### src/logic/cpu_pkg.sv
package cpu_pkg;

	typedef logic [31:0] word_t;
	typedef logic [4:0] reg_idx_t;
	typedef logic [6:0] opcode_t;
	typedef logic [3:0] cause_t;

	typedef enum logic [1:0] {
		alu_add,
		alu_sub,
		alu_and,
		alu_or
	} alu_op_e;

	typedef enum logic [1:0] {
		fwd_none,
		fwd_mem,
		fwd_wb
	} fwd_sel_e;

	// major opcodes of the supported rv32i subset.
	localparam opcode_t opc_op = 7'b0110011;
	localparam opcode_t opc_op_imm = 7'b0010011;
	localparam opcode_t opc_load = 7'b0000011;
	localparam opcode_t opc_store = 7'b0100011;
	localparam opcode_t opc_branch = 7'b1100011;
	localparam opcode_t opc_system = 7'b1110011;

	localparam cause_t cause_illegal = 4'd2;
	localparam word_t trap_handler_addr = 32'h0000_0100;

	localparam int imem_words = 256;
	localparam int dmem_words = 256;
	localparam int mem_addr_w = 8; // word index into either memory.

	localparam word_t nop_inst = 32'h0000_0013; // addi x0, x0, 0.

endpackage

### src/logic/trap_csr.sv
`timescale 1ns/1ps

module trap_csr import cpu_pkg::*; (
	input logic clk,
	input logic rst,
	input logic run_en,
	input logic trap_req,
	input word_t trap_pc,
	output logic redirect,
	output word_t redirect_pc,
	output logic trap_valid,
	output word_t trap_epc,
	output cause_t trap_cause
);

	logic take;

	assign take = run_en && trap_req;
	assign redirect = take; // fetch jumps on the same edge that records the trap.
	assign redirect_pc = trap_handler_addr;

	always_ff @(posedge clk, posedge rst) begin
		if (rst) begin
			trap_valid <= 1'b0;
			trap_epc <= '0;
			trap_cause <= '0;
		end else if (take) begin
			trap_valid <= 1'b1; // sticky until reset.
			trap_epc <= trap_pc;
			trap_cause <= cause_illegal;
		end
	end

endmodule

### config.mk
export PLATFORM = sky130hd
export DESIGN_NAME = trap_csr
export DESIGN_NICKNAME = d
export VERILOG_FILES = /design/src/logic/cpu_pkg.sv /design/src/logic/trap_csr.sv
export SDC_FILE = /design/constraint.sdc
export NUM_CORES = 1
export LEC_CHECK = 0
export ABC_CLOCK_PERIOD_IN_PS = 2100
export BUFFER_PORTS_ARGS = -buffer_cell sky130_fd_sc_hd__buf_2
export CAP_MARGIN = 40
export CORE_UTILIZATION = 30
export CTS_CLUSTER_DIAMETER = 30
export DETAILED_ROUTE_END_ITERATION = 6
export PLACE_DENSITY_LB_ADDON = 0.3
export SKIP_LAST_GASP = 1
export SLEW_MARGIN = 20
export SYNTH_ARGS = -nofsm -noshare
export SYNTH_HDL_FRONTEND = slang
export SYNTH_SLANG_ARGS = --single-unit
### constraint.sdc
create_clock -name clk -period 2.1 [get_ports clk]
set_input_delay 0 -clock clk [delete_from_list [all_inputs] [get_ports clk]]
set_output_delay 0 -clock clk [all_outputs]
set_load 0.05 [all_outputs]
==> out/results.txt, run 1 <==
Outcome - finished clean
Synthesized area - 1620 um2
N_diodes - 0
Die area - 5710 um2
Core Box Area - 5170 um2
Period utilization - 50.1%
Multi-input combinational cell area - 609 um2
Max cap viols - 0
Top cell type's share of synthesized area - 50.9%
Final nets - 252
Clock period minus worst slack - 1.05 ns
Sequential fraction of the synthesis area - 50.9%
Via density - 3.75
Nature of the critical path startpoint - input port
LEAKAGE - 1.25 nW
Met2 Usage GRT - 20.5%
Max incr delay on CP - 0.43 ns
Worst hold path type - input port to async pin
Placed Cells - 246
FP Rows - 26
Worst skew pair latency - 0.28 ns
H-tree lvl count - 2
F_max - 951 MHz
Worst Skew - 0 ns
CP max stage cell - nand2_2
Initial drt markers - 12
Most used cell, CP - buf_2
Worst-path maximum fanout - 18
Layout cells sized above 1 - 51.6%
Ys Warns - 0
CTS tree - yes
Avg Inst Size Synth - 14.8 um2
First-pass GRT wire length - 4510 um
Port Buf Inserts - 70
GRT overflow - 0
Crit path DAT - 1.05 ns
Chip Width - 75.6 um
Cell-by-cell trace of the critical path - buf_2, nand2_2, buf_12, inv_1, buf_2
Bufs on Longest Clock Path - 2
Final Slew Violations - 0
Io pins - 106
Via Count - 1075
Setup TNS - 0 ns
Setup Buffers After CTS - 0
Tightest Pin Transition - 0.582 ns
PwrDens - 885 nW/um2
Main synth FF type - dfrtp_1
Gr usage total - 11.1%
Vias in the first global route - 983
Initial antenna violation count - 0
Peak supply drop - 0.258 mV
Req. time, crit path - 2.10 ns
Final RePlAce weighted congestion - 0.667
Netlist cell types - 9
Clock slew at reported path FFs - 0.07 ns
Worst Setup End Kind - output pin
Met1 Use GR - 11.4%
DRC - 0
Num CTS Buffers - 5
Normalized max-slew margin - 61.1%
Most used routing layer - met2
Chip height - 75.6 um
Unrepaired setup endpoints after global routing - no
Fill cells - 466
Post-route ant nets - 0
Count leader, synth - buf_4
Area contributors post-synth - dfrtp_1 51%, mux2_4 26%, buf_4 17%
Starting density of the core - 31.4%
Clock tree sinks - 33
Post-synth EDFFs - 0
Synth Instances - 110
Async S/R FF share, synth - 100%
DRT Wirelength - 3230 um
Routing usage on met3 - 3.57%
Root Buffer - clkbuf_8
Post-synth top cells - 36 x buf_4, 33 x dfrtp_1, 28 x mux2_4
Largest area contributor in the netlist - dfrtp_1
Final setup viols - 0
Flops & latches, synth - 33
Storage element area - 826 um2
TritonRoute pass-1 iters - 2
Largest net degree at the start of global routing - 34
Setup Crit Path Kind - input port to output pin
Area Growth Syn to Fin - 43.0%
Final count of hold timing violations - 0
Post-route insts no fill - 287
DP HPWL - 1890 um
Routed wire per std cell - 11.2 um
## metal layers
| layer | vias up | share of wire (%) | routed length (um) |
|---|---|---|---|
| met5 | - | 0 | 0 |
| met4 | 0 | 1.4 | 44 |
| met3 | 6 | 6.2 | 199 |
| met2 | 57 | 53 | 1700 |
| met1 | 514 | 40 | 1280 |
| li1 | 498 | - | - |
## through the flow
stage                     area (um2)  hold WS [ns]  util [%]  power (mW)  worst slack (ns)
after floorplan                 1750         0.129         -        1.47              1.11
after global placement          1910         0.118      36.9        1.56             0.843
after detailed placement        1910         0.117      36.9        1.57             0.841
after CTS                       2320         0.364      44.9        2.08              1.03
after global routing            2320         0.417      44.9        2.16             0.977
final                           2320         0.371      44.9        2.06              1.05
## cells in the final DEF (no fill, tap or decap)
cell and instances:
conb_1 35, buf_4 1, buf_12 1, dlygate4sd3_1 33, buf_2 70, nand2b_1 1, inv_1 2, clkbuf_8 5
mux2_2 4, dfrtp_1 33, clkinv_2 2, mux2_4 28, clkbuf_1 1, nand2_2 1
## final cells by class
class                           instances  area share, %
Sequential cell                        33           35.6
Timing Repair Buffer                  105           30.5
Multi-Input combinational cell         69           26.3
Tap cell                               70           3.77
Clock buffer                            6           3.13
Clock inverter                          2          0.431
Inverter                                2          0.323
## cells by family after synthesis
| logic type | Yosys count | share of synthesized area [%] |
|---|---|---|
| DFF | 33 | 50.9 |
| muxes | 32 | 28.7 |
| buffers and inverters | 41 | 19.2 |
| and+or+nand+nor | 2 | 0.772 |
| other | 2 | 0.463 |
## where the power goes
part	switching (mW)	leakage [nW]	internal [mW]	total, mW
combinational	0.577	0.824	0.252	0.829
sequential	0.0493	0.384	0.727	0.777
clock	0.220	0.0450	0.229	0.450
## flip-flops by register name (all words and copies together) (netlist names)
name        count
trap_valid      1
trap_epc       32
## final timing paths
path	start	endpoint	slack, ns	depth (start not counted)
worst max-delay path	run_en	redirect	1.05	5
worst min-delay path	rst	trap_epc[14]$_DFFE_PP0P_	0.37	4
min in group clk	trap_req	trap_epc[25]$_DFFE_PP0P_	0.46	3
max in group asynchronous	rst	trap_epc[29]$_DFFE_PP0P_	1.43	4
worst min register to register	trap_epc[9]$_DFFE_PP0P_	trap_epc[9]$_DFFE_PP0P_	0.51	1
worst max register to register	trap_epc[31]$_DFFE_PP0P_	trap_epc[31]$_DFFE_PP0P_	1.32	1
## what timing repair did
action                    CTS  global route
hold buffers               33             0
hold endpoints to repair   65             0
resized for setup           0             0
## worst max-delay path: cells and delay by family
kind	cells	cell delay, ns
and+or+nand+nor	1	0.43
buffers and inverters	4	0.61
(Power assumes the default switching activity.)
==> inputs of run 2 (changes only) <==
--- a/config.mk
+++ b/config.mk
@@ -5,7 +5,7 @@
 export SDC_FILE = /design/constraint.sdc
 export NUM_CORES = 1
 export LEC_CHECK = 0
-export ABC_CLOCK_PERIOD_IN_PS = 2100
+export ABC_CLOCK_PERIOD_IN_PS = 900
 export BUFFER_PORTS_ARGS = -buffer_cell sky130_fd_sc_hd__buf_2
 export CAP_MARGIN = 40
 export CORE_UTILIZATION = 30
==> constraint.sdc (replaced) <==
create_clock -name clk -period 0.9 [get_ports clk]
set_input_delay 0 -clock clk [delete_from_list [all_inputs] [get_ports clk]]
set_output_delay 0 -clock clk [all_outputs]
set_load 0.05 [all_outputs]
==> run 2 against run 1 <==
Worst setup slack lost 1.0 ns. Sequential share of layout area decreased by 1.6 points. Core utilization increased by 4.4 points. Via count is 1.4% higher. Worst hold slack got worse by 0.21 ns. Sequential power up 140%. Clock power rose by 140%. Flip-flop and latch count did not move. Cell count increased by 0.70%. Total power is 150% higher. Die area unchanged. Register-to-register slack got worse by 1.2 ns. Critical endpoint is now trap_epc[14]. Largest power group unchanged.
==> out/results.txt, run 2 (same netlist as run 1, synthesis figures left out) <==
Outcome - finished clean
Via Count - 1090
TritonRoute pass-1 iters - 4
Largest register FFs - 32
Peak supply drop - 0.655 mV
Worst Setup End Kind - output pin
Layout Utilization - 49.2%
Max incr delay on CP - 0.40 ns
Most common cell after layout, fill and taps aside - buf_2
Cell-by-cell trace of the critical path - buf_4
Area Growth Syn to Fin - 56.9%
Crit path DAT - 0.87 ns
Chip Width - 75.6 um
Via density - 3.77
Multi-input combinational cell area - 609 um2
Fill cells - 458
Final RePlAce weighted congestion - 0.666
FP Rows - 26
Core Box Area - 5170 um2
Layout cells sized above 1 - 66.7%
Worst skew pair latency - 0.27 ns
Largest net degree at the start of global routing - 20
Io pins - 106
Met2 Usage GRT - 20.5%
Bufs on Longest Clock Path - 2
First-pass GRT wire length - 5000 um
Num CTS Buffers - 5
Worst Skew - 0 ns
Routing usage on met3 - 3.57%
Most used routing layer - met2
Nature of the critical path startpoint - flip-flop
Final count of hold timing violations - 0
CP max stage cell - dfrtp_2
CTS tree - yes
Routed wire per std cell - 11.7 um
Vias in the first global route - 1054
H-tree lvl count - 2
GRT overflow - 0
Starting density of the core - 31.4%
Chip height - 75.6 um
Final nets - 254
Hold path startpoint - trap_req
Largest Register - trap_epc
Final Slew Violations - 0
Placed Cells - 248
Req. time, crit path - 0.90 ns
Period utilization - 96.8%
Storage element area - 866 um2
Clock tree sinks - 33
Most frequent cells in the layout - 36 x buf_2, 35 x conb_1, 33 x dlygate4sd3_1
Top flop regs - trap_epc: 32 flops, trap_valid: 1 flops
DP HPWL - 2190 um
DRT Wirelength - 3380 um
Reg2Reg Launch Point - trap_epc[23]$_DFFE_PP0P_
Setup TNS - 0 ns
Worst hold path type - input port to flip-flop
PwrDens - 2000 nW/um2
Met1 Use GR - 13.9%
Die area - 5710 um2
Worst-path maximum fanout - 2
Unrepaired setup endpoints after global routing - yes
Final setup viols - 0
Buffers and inverters on the worst path - 1
Clock period minus worst slack - 0.871 ns
Post-route insts no fill - 289
Max cap viols - 0
CP top delay family - flip-flops
F_max - 1150 MHz
Port Buf Inserts - 70
Post-route ant nets - 0
Setup Crit Path Kind - flip-flop to output pin
Setup Buffers After CTS - 0
Initial drt markers - 21
Setup crit start - trap_epc[14]$_DFFE_PP0P_
Initial antenna violation count - 0
Root Buffer - clkbuf_8
DRC - 0
N_diodes - 0
LEAKAGE - 1.29 nW
Gr usage total - 12.3%
Clock slew at reported path FFs - 0.07 ns
run 2: cell types whose count changed in the layout (fill, tap and decap cells not counted), sizes merged:
cell / before / now
buf: 72 / 74
run 2: final cells by class:
type / instances / area share [%]
Clock buffer: 6 / 2.85
Clock inverter: 2 / 0.393
Inverter: 2 / 0.295
Multi-Input combinational cell: 69 / 23.9
Sequential cell: 33 / 34.0
Tap cell: 70 / 3.44
Timing Repair Buffer: 107 / 35.1
run 2: where the power goes:
part / internal, mW / leakage [nW] / switching, mW
Combinational: 0.791 / 0.895 / 1.36
Sequential: 1.74 / 0.352 / 0.142
Clock: 0.535 / 0.0450 / 0.521
run 2: worst paths after layout:
kind                            slack [ns]  depth (start not counted)                       end
worst max-delay path                  0.03                          1              trap_epc[14]
worst min-delay path                  0.16                          4    trap_valid$_DFFE_PP0P_
worst max register to register        0.10                          1  trap_epc[23]$_DFFE_PP0P_
worst min register to register        0.51                          1   trap_epc[8]$_DFFE_PP0P_
max in group asynchronous             0.18                          4   trap_epc[5]$_DFFE_PP0P_
min in group asynchronous             0.23                          3   trap_epc[1]$_DFFE_PP0P_
run 2: per-stage QoR:
stage / cell area (um2) / power (mW) / setup WS [ns] / hold WS, ns
after floorplan: 1790 / 3.47 / -0.00430 / 0.127
after global placement: 1990 / 3.72 / 0.0321 / -0.0168
after detailed placement: 1990 / 3.72 / 0.0294 / -0.0134
after CTS: 2480 / 5.04 / -0.0218 / 0.148
after global routing: 2550 / 5.33 / -0.0177 / 0.191
final: 2550 / 5.09 / 0.0287 / 0.163
run 2: what timing repair did:
action,in CTS,in global routing
hold buffers,33,0
resized for setup,30,25
hold endpoints to repair,55,0
setup endpoints to repair,29,20
run 2: per-layer routing:
layer,up-vias,share of wire (%)
li1,500,-
met1,530,40
met2,52,52
met3,8,5.1
met4,0,3.0
met5,-,0
==> inputs of run 3 (changes only) <==
--- a/config.mk
+++ b/config.mk
@@ -5,11 +5,10 @@
 export SDC_FILE = /design/constraint.sdc
 export NUM_CORES = 1
 export LEC_CHECK = 0
-export ABC_CLOCK_PERIOD_IN_PS = 900
+export ABC_CLOCK_PERIOD_IN_PS = 800
 export BUFFER_PORTS_ARGS = -buffer_cell sky130_fd_sc_hd__buf_2
 export CAP_MARGIN = 40
 export CORE_UTILIZATION = 30
-export CTS_CLUSTER_DIAMETER = 30
 export DETAILED_ROUTE_END_ITERATION = 6
 export PLACE_DENSITY_LB_ADDON = 0.3
 export SKIP_LAST_GASP = 1
==> constraint.sdc (replaced) <==
create_clock -name clk -period 0.8 [get_ports clk]
set_input_delay 0 -clock clk [delete_from_list [all_inputs] [get_ports clk]]
set_output_delay 0 -clock clk [all_outputs]
set_load 0.05 [all_outputs]
==> run 3 against run 2 <==
Sequential share of layout area down 1.4 points. Largest cell class unchanged. Worst setup slack worse by 0.10 ns. Sequential power up 14%. Clock power up 49%. Cell count up 0.35%. The flow now finishes with violations (setup timing). Total power up 23%. Core utilization up 2.2 points. Critical path type unchanged. Flip-flop and latch count unchanged. Combinational power up 17%.
==> out/results.txt, run 3 (same netlist as run 1, synthesis figures left out) <==
Outcome - finished, violations left
Failing checks - setup timing
Port Buf Inserts - 70
Worst skew pair latency - 0.27 ns
Nature of the critical path startpoint - flip-flop
Die area - 5710 um2
CTS tree - yes
Most frequent cells in the layout - 36 x buf_2, 35 x conb_1, 34 x buf_6
Peak supply drop - 1.17 mV
CP top delay family - flip-flops
Req. time, crit path - 0.80 ns
DRT Wirelength - 3340 um
Post-placement cell area - 2000 um2
Clock slew at reported path FFs - 0.07 ns
Via density - 3.73
Setup Crit Path Kind - flip-flop to output pin
F_max - 1140 MHz
Fill cells - 430
Period utilization - 109%
Final count of hold timing violations - 0
Gr usage total - 12.5%
Final setup margin - -0.0739 ns
Chip Width - 75.6 um
Num CTS Buffers - 5
Final setup viols - 34
Max cap viols - 0
Bufs on Longest Clock Path - 2
TritonRoute pass-1 iters - 3
Layout cells sized above 1 - 67.3%
Initial antenna violation count - 0
Worst hold path depth - 4
Core Box Area - 5170 um2
Final nets - 255
Buffers and inverters on the worst path - 1
Worst reg-to-reg path cell count - 1
First-pass GRT wire length - 5000 um
H-tree lvl count - 2
Most common cell after layout, fill and taps aside - buf_2
Combinational power share - 40.4%
Final RePlAce weighted congestion - 0.721
Initial drt markers - 14
Post-route insts no fill - 290
LEAKAGE - 1.35 nW
CP max stage cell - dfrtp_2
Area Growth Syn to Fin - 63.8%
Clock period minus worst slack - 0.874 ns
DP HPWL - 2170 um
Routed wire per std cell - 11.5 um
Largest Register - trap_epc
Worst Skew - 0 ns
Int Pwr - 3.96 mW
PwrDens - 2340 nW/um2
Chip height - 75.6 um
Hold path startpoint - trap_req
Top flop regs - trap_epc: 32 flops, trap_valid: 1 flops
Placed Cells - 249
NetSw - 2.27 mW
Clk pwr share - 25.3%
Flop pwr share - 34.3%
FF-to-FF setup slack - 0.01 ns
Largest net degree at the start of global routing - 21
GRT overflow - 0
Post-route ant nets - 0
FP Rows - 26
Unrepaired setup endpoints after global routing - yes
Layout Utilization - 51.4%
Largest register FFs - 32
Levels on crit path - 1
Final Slew Violations - 0
Root Buffer - clkbuf_8
Starting density of the core - 31.4%
DRC - 0
Via Count - 1082
Reg-to-reg endpoint - trap_epc[20]$_DFFE_PP0P_
Max incr delay on CP - 0.43 ns
Crit path DAT - 0.87 ns
Worst hold path type - input port to flip-flop
Worst Setup End Kind - output pin
N_diodes - 0
Switching Fraction - 36.5%
Hold EP - trap_valid$_DFFE_PP0P_
Io pins - 106
Vias in the first global route - 1083
Post-route cell area - 2660 um2
Reg2Reg Launch Point - trap_epc[20]$_DFFE_PP0P_
Setup crit start - trap_valid$_DFFE_PP0P_
Cell-by-cell trace of the critical path - buf_6
Worst-path maximum fanout - 3
Clock tree sinks - 33
run 3: cell count changes in the layout (fill, tap and decap cells not counted), sizes merged:
cell / previous run / this run
buf: 74 / 75
bufinv: 0 / 1
clkbuf: 6 / 7
clkinv: 2 / 0
run 3: power groups by stage:
stage | combinational (mW) | clock [mW] | sequential, mW
final | 2.52 | 1.58 | 2.14
after global routing | 2.63 | 1.72 | 2.17
after CTS | 2.52 | 1.63 | 2.14
after detailed placement | 2.10 | 0 | 2.11
after global placement | 2.09 | 0 | 2.11
after floorplan | 0.950 | 0 | 2.97
run 3: routing by layer:
| metal | wire length, um | vias to the layer above | track usage [%] |
|---|---|---|---|
| met4 | 108 | 0 | 7.82 |
| met1 | 1310 | 508 | 13.4 |
| met5 | 0 | - | 0 |
| met3 | 182 | 8 | 2.91 |
| li1 | - | 507 | - |
| met2 | 1740 | 59 | 22.1 |
run 3: worst max-delay path by stage:
stage	end	slack [ns]
after floorplan	trap_epc[12]$_DFFE_PP0P_	-0.10
after global placement	trap_epc[30]$_DFFE_PP0P_	-0.06
after detailed placement	trap_epc[26]$_DFFE_PP0P_	-0.07
after CTS	trap_cause[1]	-0.09
after global routing	trap_cause[1]	-0.10
final	trap_cause[1]	-0.07
run 3: tightest hold or removal path, cell delays in order:
cell and delay [ns]:
buf_2 0.08, nand2_2 0.09, buf_4 0.17, nand2b_1 0.06
run 3: layout make-up:
cell class	count	area, um2	share of cell area [%]
Multi-Input combinational cell	69	624	23.5
Tap cell	70	87.6	3.29
Timing Repair Buffer	108	956	36.0
Inverter	2	7.51	0.282
Clock inverter	1	30.0	1.13
Sequential cell	33	867	32.6
Clock buffer	7	86.3	3.25
run 3: through the flow:
stage / total power, mW / setup slack, ns / hold WS (ns) / setup TNS, ns
floorplan: 3.92 / -0.100 / 0.127 / -3.20
global placement: 4.20 / -0.0553 / 0.0334 / -1.40
detailed placement: 4.20 / -0.0722 / 0.0321 / -1.70
CTS: 6.30 / -0.0854 / 0.146 / -1.85
global route: 6.52 / -0.101 / 0.168 / -2.45
finish: 6.23 / -0.0739 / 0.150 / -1.31
run 3: what timing repair did:
action                                  CTS  global route
endpoints found under the hold margin    65             0
resized for setup                        68             0
endpoints found under the setup margin   34            37
hold buffers                             33             0
cloned                                    0             0
buffers inserted                          0             0
