$ cat config.mk
export PLATFORM = sky130hd
export DESIGN_NAME = decode_stage_flat
export DESIGN_NICKNAME = d
export VERILOG_FILES = /design/src/logic/cpu_pkg.sv /design/src/logic/pipe_bus.sv /design/src/logic/decode_stage.sv /design/src/flat_wrapper.sv
export SDC_FILE = /design/constraint.sdc
export NUM_CORES = 2
export LEC_CHECK = 0
export ABC_AREA = 1
export BUFFER_PORTS_ARGS = -buffer_cell sky130_fd_sc_hd__buf_2
export CORE_MARGIN = 2
export CORE_UTILIZATION = 30
export CTS_CLUSTER_DIAMETER = 60
export DETAILED_ROUTE_END_ITERATION = 10
export PLACE_DENSITY_LB_ADDON = 0.05
export SLEW_MARGIN = 10
export SYNTH_ARGS = -nofsm -noshare
export SYNTH_HDL_FRONTEND = slang
export SYNTH_SLANG_ARGS = --single-unit
export TNS_END_PERCENT = 50
$ cat constraint.sdc
create_clock -name clk -period 2.1 [get_ports clk]
set_input_delay 0.42 -clock clk [delete_from_list [all_inputs] [get_ports clk]]
set_output_delay 0.42 -clock clk [all_outputs]
set_load 0.1 [all_outputs]
$ cat src/logic/cpu_pkg.sv
package cpu_pkg;

	typedef logic [31:0] word_t;
	typedef logic [4:0] reg_idx_t;
	typedef logic [6:0] opcode_t;
	typedef logic [3:0] cause_t;

	typedef enum logic [1:0] {
		alu_add,
		alu_sub,
		alu_and,
		alu_or
	} alu_op_e;

	typedef enum logic [1:0] {
		fwd_none,
		fwd_mem,
		fwd_wb
	} fwd_sel_e;

	// major opcodes of the supported rv32i subset.
	localparam opcode_t opc_op = 7'b0110011;
	localparam opcode_t opc_op_imm = 7'b0010011;
	localparam opcode_t opc_load = 7'b0000011;
	localparam opcode_t opc_store = 7'b0100011;
	localparam opcode_t opc_branch = 7'b1100011;
	localparam opcode_t opc_system = 7'b1110011;

	localparam cause_t cause_illegal = 4'd2;
	localparam word_t trap_handler_addr = 32'h0000_0100;

	localparam int imem_words = 256;
	localparam int dmem_words = 256;
	localparam int mem_addr_w = 8; // word index into either memory.

	localparam word_t nop_inst = 32'h0000_0013; // addi x0, x0, 0.

endpackage

$ cat src/logic/pipe_bus.sv
`timescale 1ns/1ps

interface if_id_bus import cpu_pkg::*; ();
	logic valid;
	word_t pc;
	word_t inst;

	modport producer(output valid, pc, inst);
	modport consumer(input valid, pc, inst);
endinterface

interface id_ex_bus import cpu_pkg::*; ();
	logic valid;
	word_t pc;
	reg_idx_t rs1_idx;
	reg_idx_t rs2_idx;
	reg_idx_t rd_idx;
	word_t rs1_val;
	word_t rs2_val;
	word_t imm;
	alu_op_e alu_op;
	logic use_imm;
	logic reg_write;
	logic mem_read;
	logic mem_write;
	logic is_branch;
	logic is_halt;

	modport producer(output valid, pc, rs1_idx, rs2_idx, rd_idx, rs1_val, rs2_val, imm,
		alu_op, use_imm, reg_write, mem_read, mem_write, is_branch, is_halt);
	modport consumer(input valid, pc, rs1_idx, rs2_idx, rd_idx, rs1_val, rs2_val, imm,
		alu_op, use_imm, reg_write, mem_read, mem_write, is_branch, is_halt);
endinterface


interface mem_wb_bus import cpu_pkg::*; ();
	logic valid;
	word_t wb_data;
	reg_idx_t rd_idx;
	logic reg_write;
	logic is_halt;

	modport producer(output valid, wb_data, rd_idx, reg_write, is_halt);
	modport consumer(input valid, wb_data, rd_idx, reg_write, is_halt);
endinterface

$ cat src/logic/decode_stage.sv
`timescale 1ns/1ps

module decode_stage import cpu_pkg::*; (
	input logic clk,
	input logic rst,
	input logic run_en,
	if_id_bus.consumer if_id,
	id_ex_bus.producer id_ex,
	mem_wb_bus.consumer mem_wb,
	input logic branch_taken,
	input reg_idx_t dbg_addr,
	output word_t dbg_data,
	output logic stall,
	output logic trap_req,
	output word_t trap_pc
);

	word_t regs [32];
	opcode_t opcode;
	reg_idx_t rs1, rs2, rd;
	word_t imm_i, imm_s, imm_b, imm;
	word_t rs1_val, rs2_val;
	alu_op_e alu_op;
	logic use_imm, reg_write, mem_read, mem_write, is_branch, is_halt, illegal;
	logic uses_rs1, uses_rs2;
	logic wb_we, id_valid, load_use, issue, halt_pending;

	assign opcode = if_id.inst[6:0];
	assign rd = if_id.inst[11:7];
	assign rs1 = if_id.inst[19:15];
	assign rs2 = if_id.inst[24:20];
	assign imm_i = {{20{if_id.inst[31]}}, if_id.inst[31:20]};
	assign imm_s = {{20{if_id.inst[31]}}, if_id.inst[31:25], if_id.inst[11:7]};
	assign imm_b = {{19{if_id.inst[31]}}, if_id.inst[31], if_id.inst[7],
		if_id.inst[30:25], if_id.inst[11:8], 1'b0};

	always_comb begin
		alu_op = alu_add;
		imm = imm_i;
		use_imm = 1'b0;
		reg_write = 1'b0;
		mem_read = 1'b0;
		mem_write = 1'b0;
		is_branch = 1'b0;
		is_halt = 1'b0;
		illegal = 1'b0;
		uses_rs1 = 1'b0;
		uses_rs2 = 1'b0;
		case (opcode)
			opc_op_imm: begin
				illegal = (if_id.inst[14:12] != 3'b000); // only addi.
				use_imm = 1'b1;
				reg_write = 1'b1;
				uses_rs1 = 1'b1;
			end
			opc_op: begin
				reg_write = 1'b1;
				uses_rs1 = 1'b1;
				uses_rs2 = 1'b1;
				case ({if_id.inst[31:25], if_id.inst[14:12]})
					10'b0000000_000: alu_op = alu_add;
					10'b0100000_000: alu_op = alu_sub;
					10'b0000000_111: alu_op = alu_and;
					10'b0000000_110: alu_op = alu_or;
					default: illegal = 1'b1;
				endcase
			end
			opc_load: begin
				illegal = (if_id.inst[14:12] != 3'b010); // word loads only.
				use_imm = 1'b1;
				reg_write = 1'b1;
				mem_read = 1'b1;
				uses_rs1 = 1'b1;
			end
			opc_store: begin
				illegal = (if_id.inst[14:12] != 3'b010);
				imm = imm_s;
				use_imm = 1'b1;
				mem_write = 1'b1;
				uses_rs1 = 1'b1;
				uses_rs2 = 1'b1;
			end
			opc_branch: begin
				illegal = (if_id.inst[14:12] != 3'b000); // beq only.
				imm = imm_b;
				is_branch = 1'b1;
				uses_rs1 = 1'b1;
				uses_rs2 = 1'b1;
			end
			opc_system: begin
				is_halt = (if_id.inst == 32'h0010_0073); // ebreak.
				illegal = !is_halt;
			end
			default: illegal = 1'b1;
		endcase
	end

	assign wb_we = run_en && mem_wb.valid && mem_wb.reg_write && (mem_wb.rd_idx != 5'd0);

	// a write in WB this cycle is visible to the read in the same cycle.
	function automatic word_t read_reg(reg_idx_t idx);
		if (idx == 5'd0)
			return '0;
		if (wb_we && (mem_wb.rd_idx == idx))
			return mem_wb.wb_data;
		return regs[idx];
	endfunction

	always_comb begin
		rs1_val = read_reg(rs1);
		rs2_val = read_reg(rs2);
		dbg_data = read_reg(dbg_addr);
	end

	always_ff @(posedge clk) begin
		if (wb_we)
			regs[mem_wb.rd_idx] <= mem_wb.wb_data;
	end

	// nothing younger than an issued ebreak may enter the pipeline.
	assign id_valid = if_id.valid && !halt_pending;
	assign load_use = id_ex.valid && id_ex.mem_read && (id_ex.rd_idx != 5'd0) &&
		((uses_rs1 && (id_ex.rd_idx == rs1)) || (uses_rs2 && (id_ex.rd_idx == rs2)));
	assign stall = id_valid && load_use;
	assign trap_req = id_valid && illegal && !branch_taken;
	assign trap_pc = if_id.pc;
	assign issue = id_valid && !illegal && !stall && !branch_taken;

	always_ff @(posedge clk, posedge rst) begin
		if (rst) begin
			id_ex.valid <= 1'b0;
			id_ex.reg_write <= 1'b0;
			id_ex.mem_read <= 1'b0;
			id_ex.mem_write <= 1'b0;
			id_ex.is_branch <= 1'b0;
			id_ex.is_halt <= 1'b0;
			halt_pending <= 1'b0;
		end else if (run_en) begin
			id_ex.valid <= issue;
			id_ex.reg_write <= issue && reg_write;
			id_ex.mem_read <= issue && mem_read;
			id_ex.mem_write <= issue && mem_write;
			id_ex.is_branch <= issue && is_branch;
			id_ex.is_halt <= issue && is_halt;
			if (issue && is_halt)
				halt_pending <= 1'b1;
		end
	end

	always_ff @(posedge clk) begin
		if (run_en) begin
			id_ex.pc <= if_id.pc;
			id_ex.rs1_idx <= uses_rs1 ? rs1 : 5'd0; // unused fields never forward.
			id_ex.rs2_idx <= uses_rs2 ? rs2 : 5'd0;
			id_ex.rd_idx <= rd;
			id_ex.rs1_val <= rs1_val;
			id_ex.rs2_val <= rs2_val;
			id_ex.imm <= imm;
			id_ex.alu_op <= alu_op;
			id_ex.use_imm <= use_imm;
		end
	end

	// fetch must flush the trapping word so it cannot trap or stall again.
	a_single_squash: assert property (@(posedge clk) disable iff (rst || !run_en)
		trap_req |-> !stall ##1 !trap_req);

endmodule

$ cat src/flat_wrapper.sv
// flat-port wrapper written by rule: the top's interface ports become plain ports
module decode_stage_flat import cpu_pkg::*;
  (clk, rst, run_en, branch_taken, dbg_addr, dbg_data, stall, trap_req, trap_pc, if_id_valid, if_id_pc, if_id_inst, id_ex_valid, id_ex_pc, id_ex_rs1_idx, id_ex_rs2_idx, id_ex_rd_idx, id_ex_rs1_val, id_ex_rs2_val, id_ex_imm, id_ex_alu_op, id_ex_use_imm, id_ex_reg_write, id_ex_mem_read, id_ex_mem_write, id_ex_is_branch, id_ex_is_halt, mem_wb_valid, mem_wb_wb_data, mem_wb_rd_idx, mem_wb_reg_write, mem_wb_is_halt);
  if_id_bus if_id_i ();
  id_ex_bus id_ex_i ();
  mem_wb_bus mem_wb_i ();
  input logic clk;
  input logic rst;
  input logic run_en;
  input logic branch_taken;
  input reg_idx_t dbg_addr;
  output word_t dbg_data;
  output logic stall;
  output logic trap_req;
  output word_t trap_pc;
  input wire logic [$bits(if_id_i.valid)-1:0] if_id_valid;
  input wire logic [$bits(if_id_i.pc)-1:0] if_id_pc;
  input wire logic [$bits(if_id_i.inst)-1:0] if_id_inst;
  output wire logic [$bits(id_ex_i.valid)-1:0] id_ex_valid;
  output wire logic [$bits(id_ex_i.pc)-1:0] id_ex_pc;
  output wire logic [$bits(id_ex_i.rs1_idx)-1:0] id_ex_rs1_idx;
  output wire logic [$bits(id_ex_i.rs2_idx)-1:0] id_ex_rs2_idx;
  output wire logic [$bits(id_ex_i.rd_idx)-1:0] id_ex_rd_idx;
  output wire logic [$bits(id_ex_i.rs1_val)-1:0] id_ex_rs1_val;
  output wire logic [$bits(id_ex_i.rs2_val)-1:0] id_ex_rs2_val;
  output wire logic [$bits(id_ex_i.imm)-1:0] id_ex_imm;
  output wire logic [$bits(id_ex_i.alu_op)-1:0] id_ex_alu_op;
  output wire logic [$bits(id_ex_i.use_imm)-1:0] id_ex_use_imm;
  output wire logic [$bits(id_ex_i.reg_write)-1:0] id_ex_reg_write;
  output wire logic [$bits(id_ex_i.mem_read)-1:0] id_ex_mem_read;
  output wire logic [$bits(id_ex_i.mem_write)-1:0] id_ex_mem_write;
  output wire logic [$bits(id_ex_i.is_branch)-1:0] id_ex_is_branch;
  output wire logic [$bits(id_ex_i.is_halt)-1:0] id_ex_is_halt;
  input wire logic [$bits(mem_wb_i.valid)-1:0] mem_wb_valid;
  input wire logic [$bits(mem_wb_i.wb_data)-1:0] mem_wb_wb_data;
  input wire logic [$bits(mem_wb_i.rd_idx)-1:0] mem_wb_rd_idx;
  input wire logic [$bits(mem_wb_i.reg_write)-1:0] mem_wb_reg_write;
  input wire logic [$bits(mem_wb_i.is_halt)-1:0] mem_wb_is_halt;
  assign if_id_i.valid = if_id_valid;
  assign if_id_i.pc = if_id_pc;
  assign if_id_i.inst = if_id_inst;
  assign id_ex_valid = id_ex_i.valid;
  assign id_ex_pc = id_ex_i.pc;
  assign id_ex_rs1_idx = id_ex_i.rs1_idx;
  assign id_ex_rs2_idx = id_ex_i.rs2_idx;
  assign id_ex_rd_idx = id_ex_i.rd_idx;
  assign id_ex_rs1_val = id_ex_i.rs1_val;
  assign id_ex_rs2_val = id_ex_i.rs2_val;
  assign id_ex_imm = id_ex_i.imm;
  assign id_ex_alu_op = id_ex_i.alu_op;
  assign id_ex_use_imm = id_ex_i.use_imm;
  assign id_ex_reg_write = id_ex_i.reg_write;
  assign id_ex_mem_read = id_ex_i.mem_read;
  assign id_ex_mem_write = id_ex_i.mem_write;
  assign id_ex_is_branch = id_ex_i.is_branch;
  assign id_ex_is_halt = id_ex_i.is_halt;
  assign mem_wb_i.valid = mem_wb_valid;
  assign mem_wb_i.wb_data = mem_wb_wb_data;
  assign mem_wb_i.rd_idx = mem_wb_rd_idx;
  assign mem_wb_i.reg_write = mem_wb_reg_write;
  assign mem_wb_i.is_halt = mem_wb_is_halt;
  decode_stage u_core (.clk(clk), .rst(rst), .run_en(run_en), .if_id(if_id_i), .id_ex(id_ex_i), .mem_wb(mem_wb_i), .branch_taken(branch_taken), .dbg_addr(dbg_addr), .dbg_data(dbg_data), .stall(stall), .trap_req(trap_req), .trap_pc(trap_pc));
endmodule
==> run_results.csv <==
group,metric,value,unit
status,status,"finished, violations left",
status,violations,"negative setup slack",
placed_design,dp_worst_setup_slack,-828,ps
timing,drv_slew,0,
yosys,syn-instance-count,8395,
clock_network,path_clk_slew,60,ps
routing,firstDrtPassIters,9,
power,p_per_area,744,nW/um^2
timing,fin_setup_tns,-20880,ps
final_layout,nets,9331,
final_layout,area_growth,32.9,%
floorplanning,ios,332,
timing,skew,31.7,ps
final_layout,drive_gt1_share,20.5,%
power,ir_worst_vdd,682,uV
clock_network,clock-sinks,1158,
power,leakagePower,36.7,nW
routing,wirelength,361000,um
routing,drt_iter0_drc,7970,
floorplanning,dieArea,231000,um^2
timing,clock.fmax,0.357,GHz
timing,timing.final.hold_violations,0,
yosys,ys_ff_latch,1158,
global_route,grt_overflow,0,
worst_hold_path,hp-class,"input pin to register",
timing,rsz0062_at_grt,"yes",
power,clkPwrFrac,41.9,%
power,p_switching,21.1,mW
setup_path,crit_path_end_kind,"output port",
global_route,grtUsageTotal,30.4,%
routing,ant_nets,0,
timing,setup_viol,55,
clock_network,htree_levels,4,
routing,vias,67700,
routing,drc_errors,0,
setup_path,path_cells,"nor2_2 -> nor2_1 -> o21ai_1 -> nand3_1 -> nand2_1 -> nand2_1 -> nand2_1 -> nand3_2 -> nand2_2 -> buf_12 -> clkinvlp_4 -> buf_12",
timing,holdWs,82.8,ps
power,combPwrFrac,19.4,%
routing,vias_per_cell,5.48,
power,swShare,31.3,%
routing,wl_per_cell,29.2,um
job,maxCapViolations,0,
clock_network,clk_latency,850,ps
floorplanning,fp.dieW,480,um
global_route,grt_max_degree,105,
yosys,ys_async_sr_fraction,0.604,%
floorplanning,core,225000,um^2
power,p_seq_share,38.6,%
setup_path,crit_required,1680,ps
yosys,synth_top_area_share,50.8,%
timing,fin_crit_sh,133,%
global_route,grt_first_pass_wirelength,498000,um
placed_design,gp_congestion,0.912,
timing,min_period,2800,ps
setup_path,slowest_delay,410,ps
setup_path,arrival,2380,ps
power,internal-power,46.2,mW
yosys,syn_area_per_cell,8.11,um^2
yosys,synth_edf_count,1151,
placed_design,port_buffers,330,
yosys,synth_area_leaders,"edfxtp_1 51%, nand2_1 13%, nand3_1 9.1%",
clock_network,tritoncts,"built",
setup_path,crit_type,"register to output port",
timing,maxSlewHeadroom,18.5,%
yosys,synthesis.area,68000,um^2
timing,tightest_slew,1220,ps
placed_design,dpl.hpwl,238000,um
setup_path,path_common_cell,"nand2_1",
setup_path,cp_max_fo,2,
timing,layout_setup_ws,-700,ps
yosys,ys_seq_area_share,51.1,%
floorplanning,die_h,480,um
global_route,antenna_found_initial,17,
setup_path,crit_slowest_cell,"edfxtp_1",
floorplanning,initial_core_util,30.2,%
global_route,grt_pass1_vias,63400,
clock_network,cts_buffers,162,
setup_path,worstSetupStartpointType,"register",
placed_design,dp.cells,11900,
power,p_total,67.3,mW
yosys,ys_warn_count,0,
clock_network,cts-root-buf,"clkbuf_16",
floorplanning,rows,174,
yosys,yosys_most_used_dff,"edfxtp_1",
clock_network,cts_buffer_depth,3,
yosys,yosysTopAreaCell,"edfxtp_1",
final_layout,fin_cells,12400,
yosys,synth.distinct_cells,36,
[placed cells by master (no fill, tap or decap), types with 17 or more instances in the layout]
master,n
nor2_4,53
nand4_1,41
inv_6,18
or2_4,34
nor2_1,489
dlygate4sd3_1,58
a21oi_1,385
inv_1,715
nand3_1,1106
nand2_2,36
clkbuf_1,24
clkinvlp_4,17
nand2_1,2330
o211ai_1,651
edfxtp_1,1151
buf_12,378
clkinv_1,29
buf_4,651
buf_2,207
clkinv_2,23
inv_2,52
conb_1,32
nand3_2,123
a21oi_4,28
nand3b_1,26
o21ai_1,36
clkbuf_16,164
o21ai_0,295
a31oi_1,32
nand2_4,23
[synthesized netlist by cell type, drive strengths merged (3+ instances only)]
master	number
a21oi	423
edfxtp	1151
nor2	549
nand3b	26
xnor2	3
o21a	12
or2	40
nand3	1241
buf	416
nand4	41
clkbuf	275
dfrtp	7
o211ai	651
nor3	11
o21ai	335
a31oi	32
xor2	7
clkinv	3
nand2	2389
inv	780
[logic make-up (layout without fill, tap and decap cells)]
family	count (synthesis)	count (layout)	synth area share [%]
AO/OA/AOI/OAI	1455	1455	13.3
XOR/XNOR	10	10	0.129
buffers and inverters	1474	2402	9.00
flip-flops	1158	1158	51.1
other	1	37	0.00551
AND/OR/NAND/NOR	4297	4297	26.5
[cell type report]
| type | instances | area [um^2] |
|---|---|---|
| Fill cell | 22400 | 135000 |
| Sequential cell | 1158 | 34700 |
| Multi-Input combinational cell | 5794 | 29100 |
| Timing Repair Buffer | 1318 | 14400 |
| Clock buffer | 188 | 4180 |
| Tap cell | 2992 | 3740 |
| Inverter | 783 | 3010 |
| Clock inverter | 113 | 1200 |
| Antenna cell | 5 | 12.5 |
[registers in the layout, indices dropped and copies added, names as in the netlist]
signal                  cells
u_core.id_ex.alu_op         2
u_core.id_ex.rd_idx         5
u_core.id_ex.valid          1
u_core.id_ex.rs2_idx        5
u_core.id_ex.mem_read       1
u_core.id_ex.pc            32
u_core.id_ex.rs2_val       32
u_core.id_ex.reg_write      1
u_core.id_ex.rs1_idx        5
u_core.id_ex.is_halt        1
u_core.id_ex.rs1_val       32
u_core.id_ex.imm           13
u_core.id_ex.mem_write      1
u_core.halt_pending         1
u_core.regs              1024
u_core.id_ex.use_imm        1
u_core.id_ex.is_branch      1
[stage by stage]
stage	util (%)	instance area, um^2
2_1_floorplan	-	69000
3_3_place_gp	36.4	81900
3_5_place_dp	36.4	81900
4_1_cts	39.9	89800
5_1_grt	40.2	90400
6_report	40.2	90400
[power by group through the flow]
stage / sequential [mW] / clock (mW) / combinational, mW
floorplan: 27.9 / 0 / 5.40
global placement: 26.5 / 0 / 12.4
detailed placement: 26.5 / 0 / 12.4
CTS: 26.0 / 28.7 / 12.9
global route: 26.0 / 29.6 / 13.7
finish: 26.0 / 28.2 / 13.1
[worst max-delay path: cells and delay by family (launching register included)]
| family | cells | cell delay (ps) |
|---|---|---|
| and+or+nand+nor | 8 | 680 |
| DFF | 1 | 410 |
| buffers and inverters | 3 | 380 |
| AOI/OAI and AO/OA | 1 | 70 |
[per-layer routing]
layer  share of wire, %  global-route usage (%)
met1                 42                    41.0
met2                 46                    49.0
met3                7.6                    4.25
met4                4.5                    12.4
met5             0.0039                       0
[final timing paths]
| path | slack (ps) | startpoint | depth (start not counted) | endpoint |
|---|---|---|---|---|
| min in group asynchronous | 580 | rst | 4 | u_core.id_ex.reg_write$_DFFE_PP0P_ |
| hold / removal | 80 | if_id_inst[12] | 4 | u_core.id_ex.alu_op[0]$_SDFFCE_PN0P_ |
| setup / recovery | -700 | u_core.regs[21][1]$_DFFE_PP_ | 12 | dbg_data[1] |
| max in group asynchronous | 1310 | rst | 4 | u_core.halt_pending$_DFFE_PP0P_ |
| setup reg to reg | 160 | u_core.regs[21][1]$_DFFE_PP_ | 12 | u_core.id_ex.rs2_val[1]$_SDFFCE_PN0P_ |
| hold reg to reg | 490 | u_core.id_ex.is_branch$_DFFE_PP0P_ | 2 | u_core.id_ex.is_branch$_DFFE_PP0P_ |
[timing repair]
| item | 4_1_cts | 5_1_grt |
|---|---|---|
| setup buffers | 86 | 31 |
| cloned | 1 | 0 |
| hold endpoints to repair | 116 | 0 |
| pin swaps | 144 | 74 |
| hold buffers | 58 | 0 |
| setup endpoints to repair | 108 | 57 |
| gates resized for setup | 379 | 121 |
No activity file was read; power rests on OpenSTA's default activity.
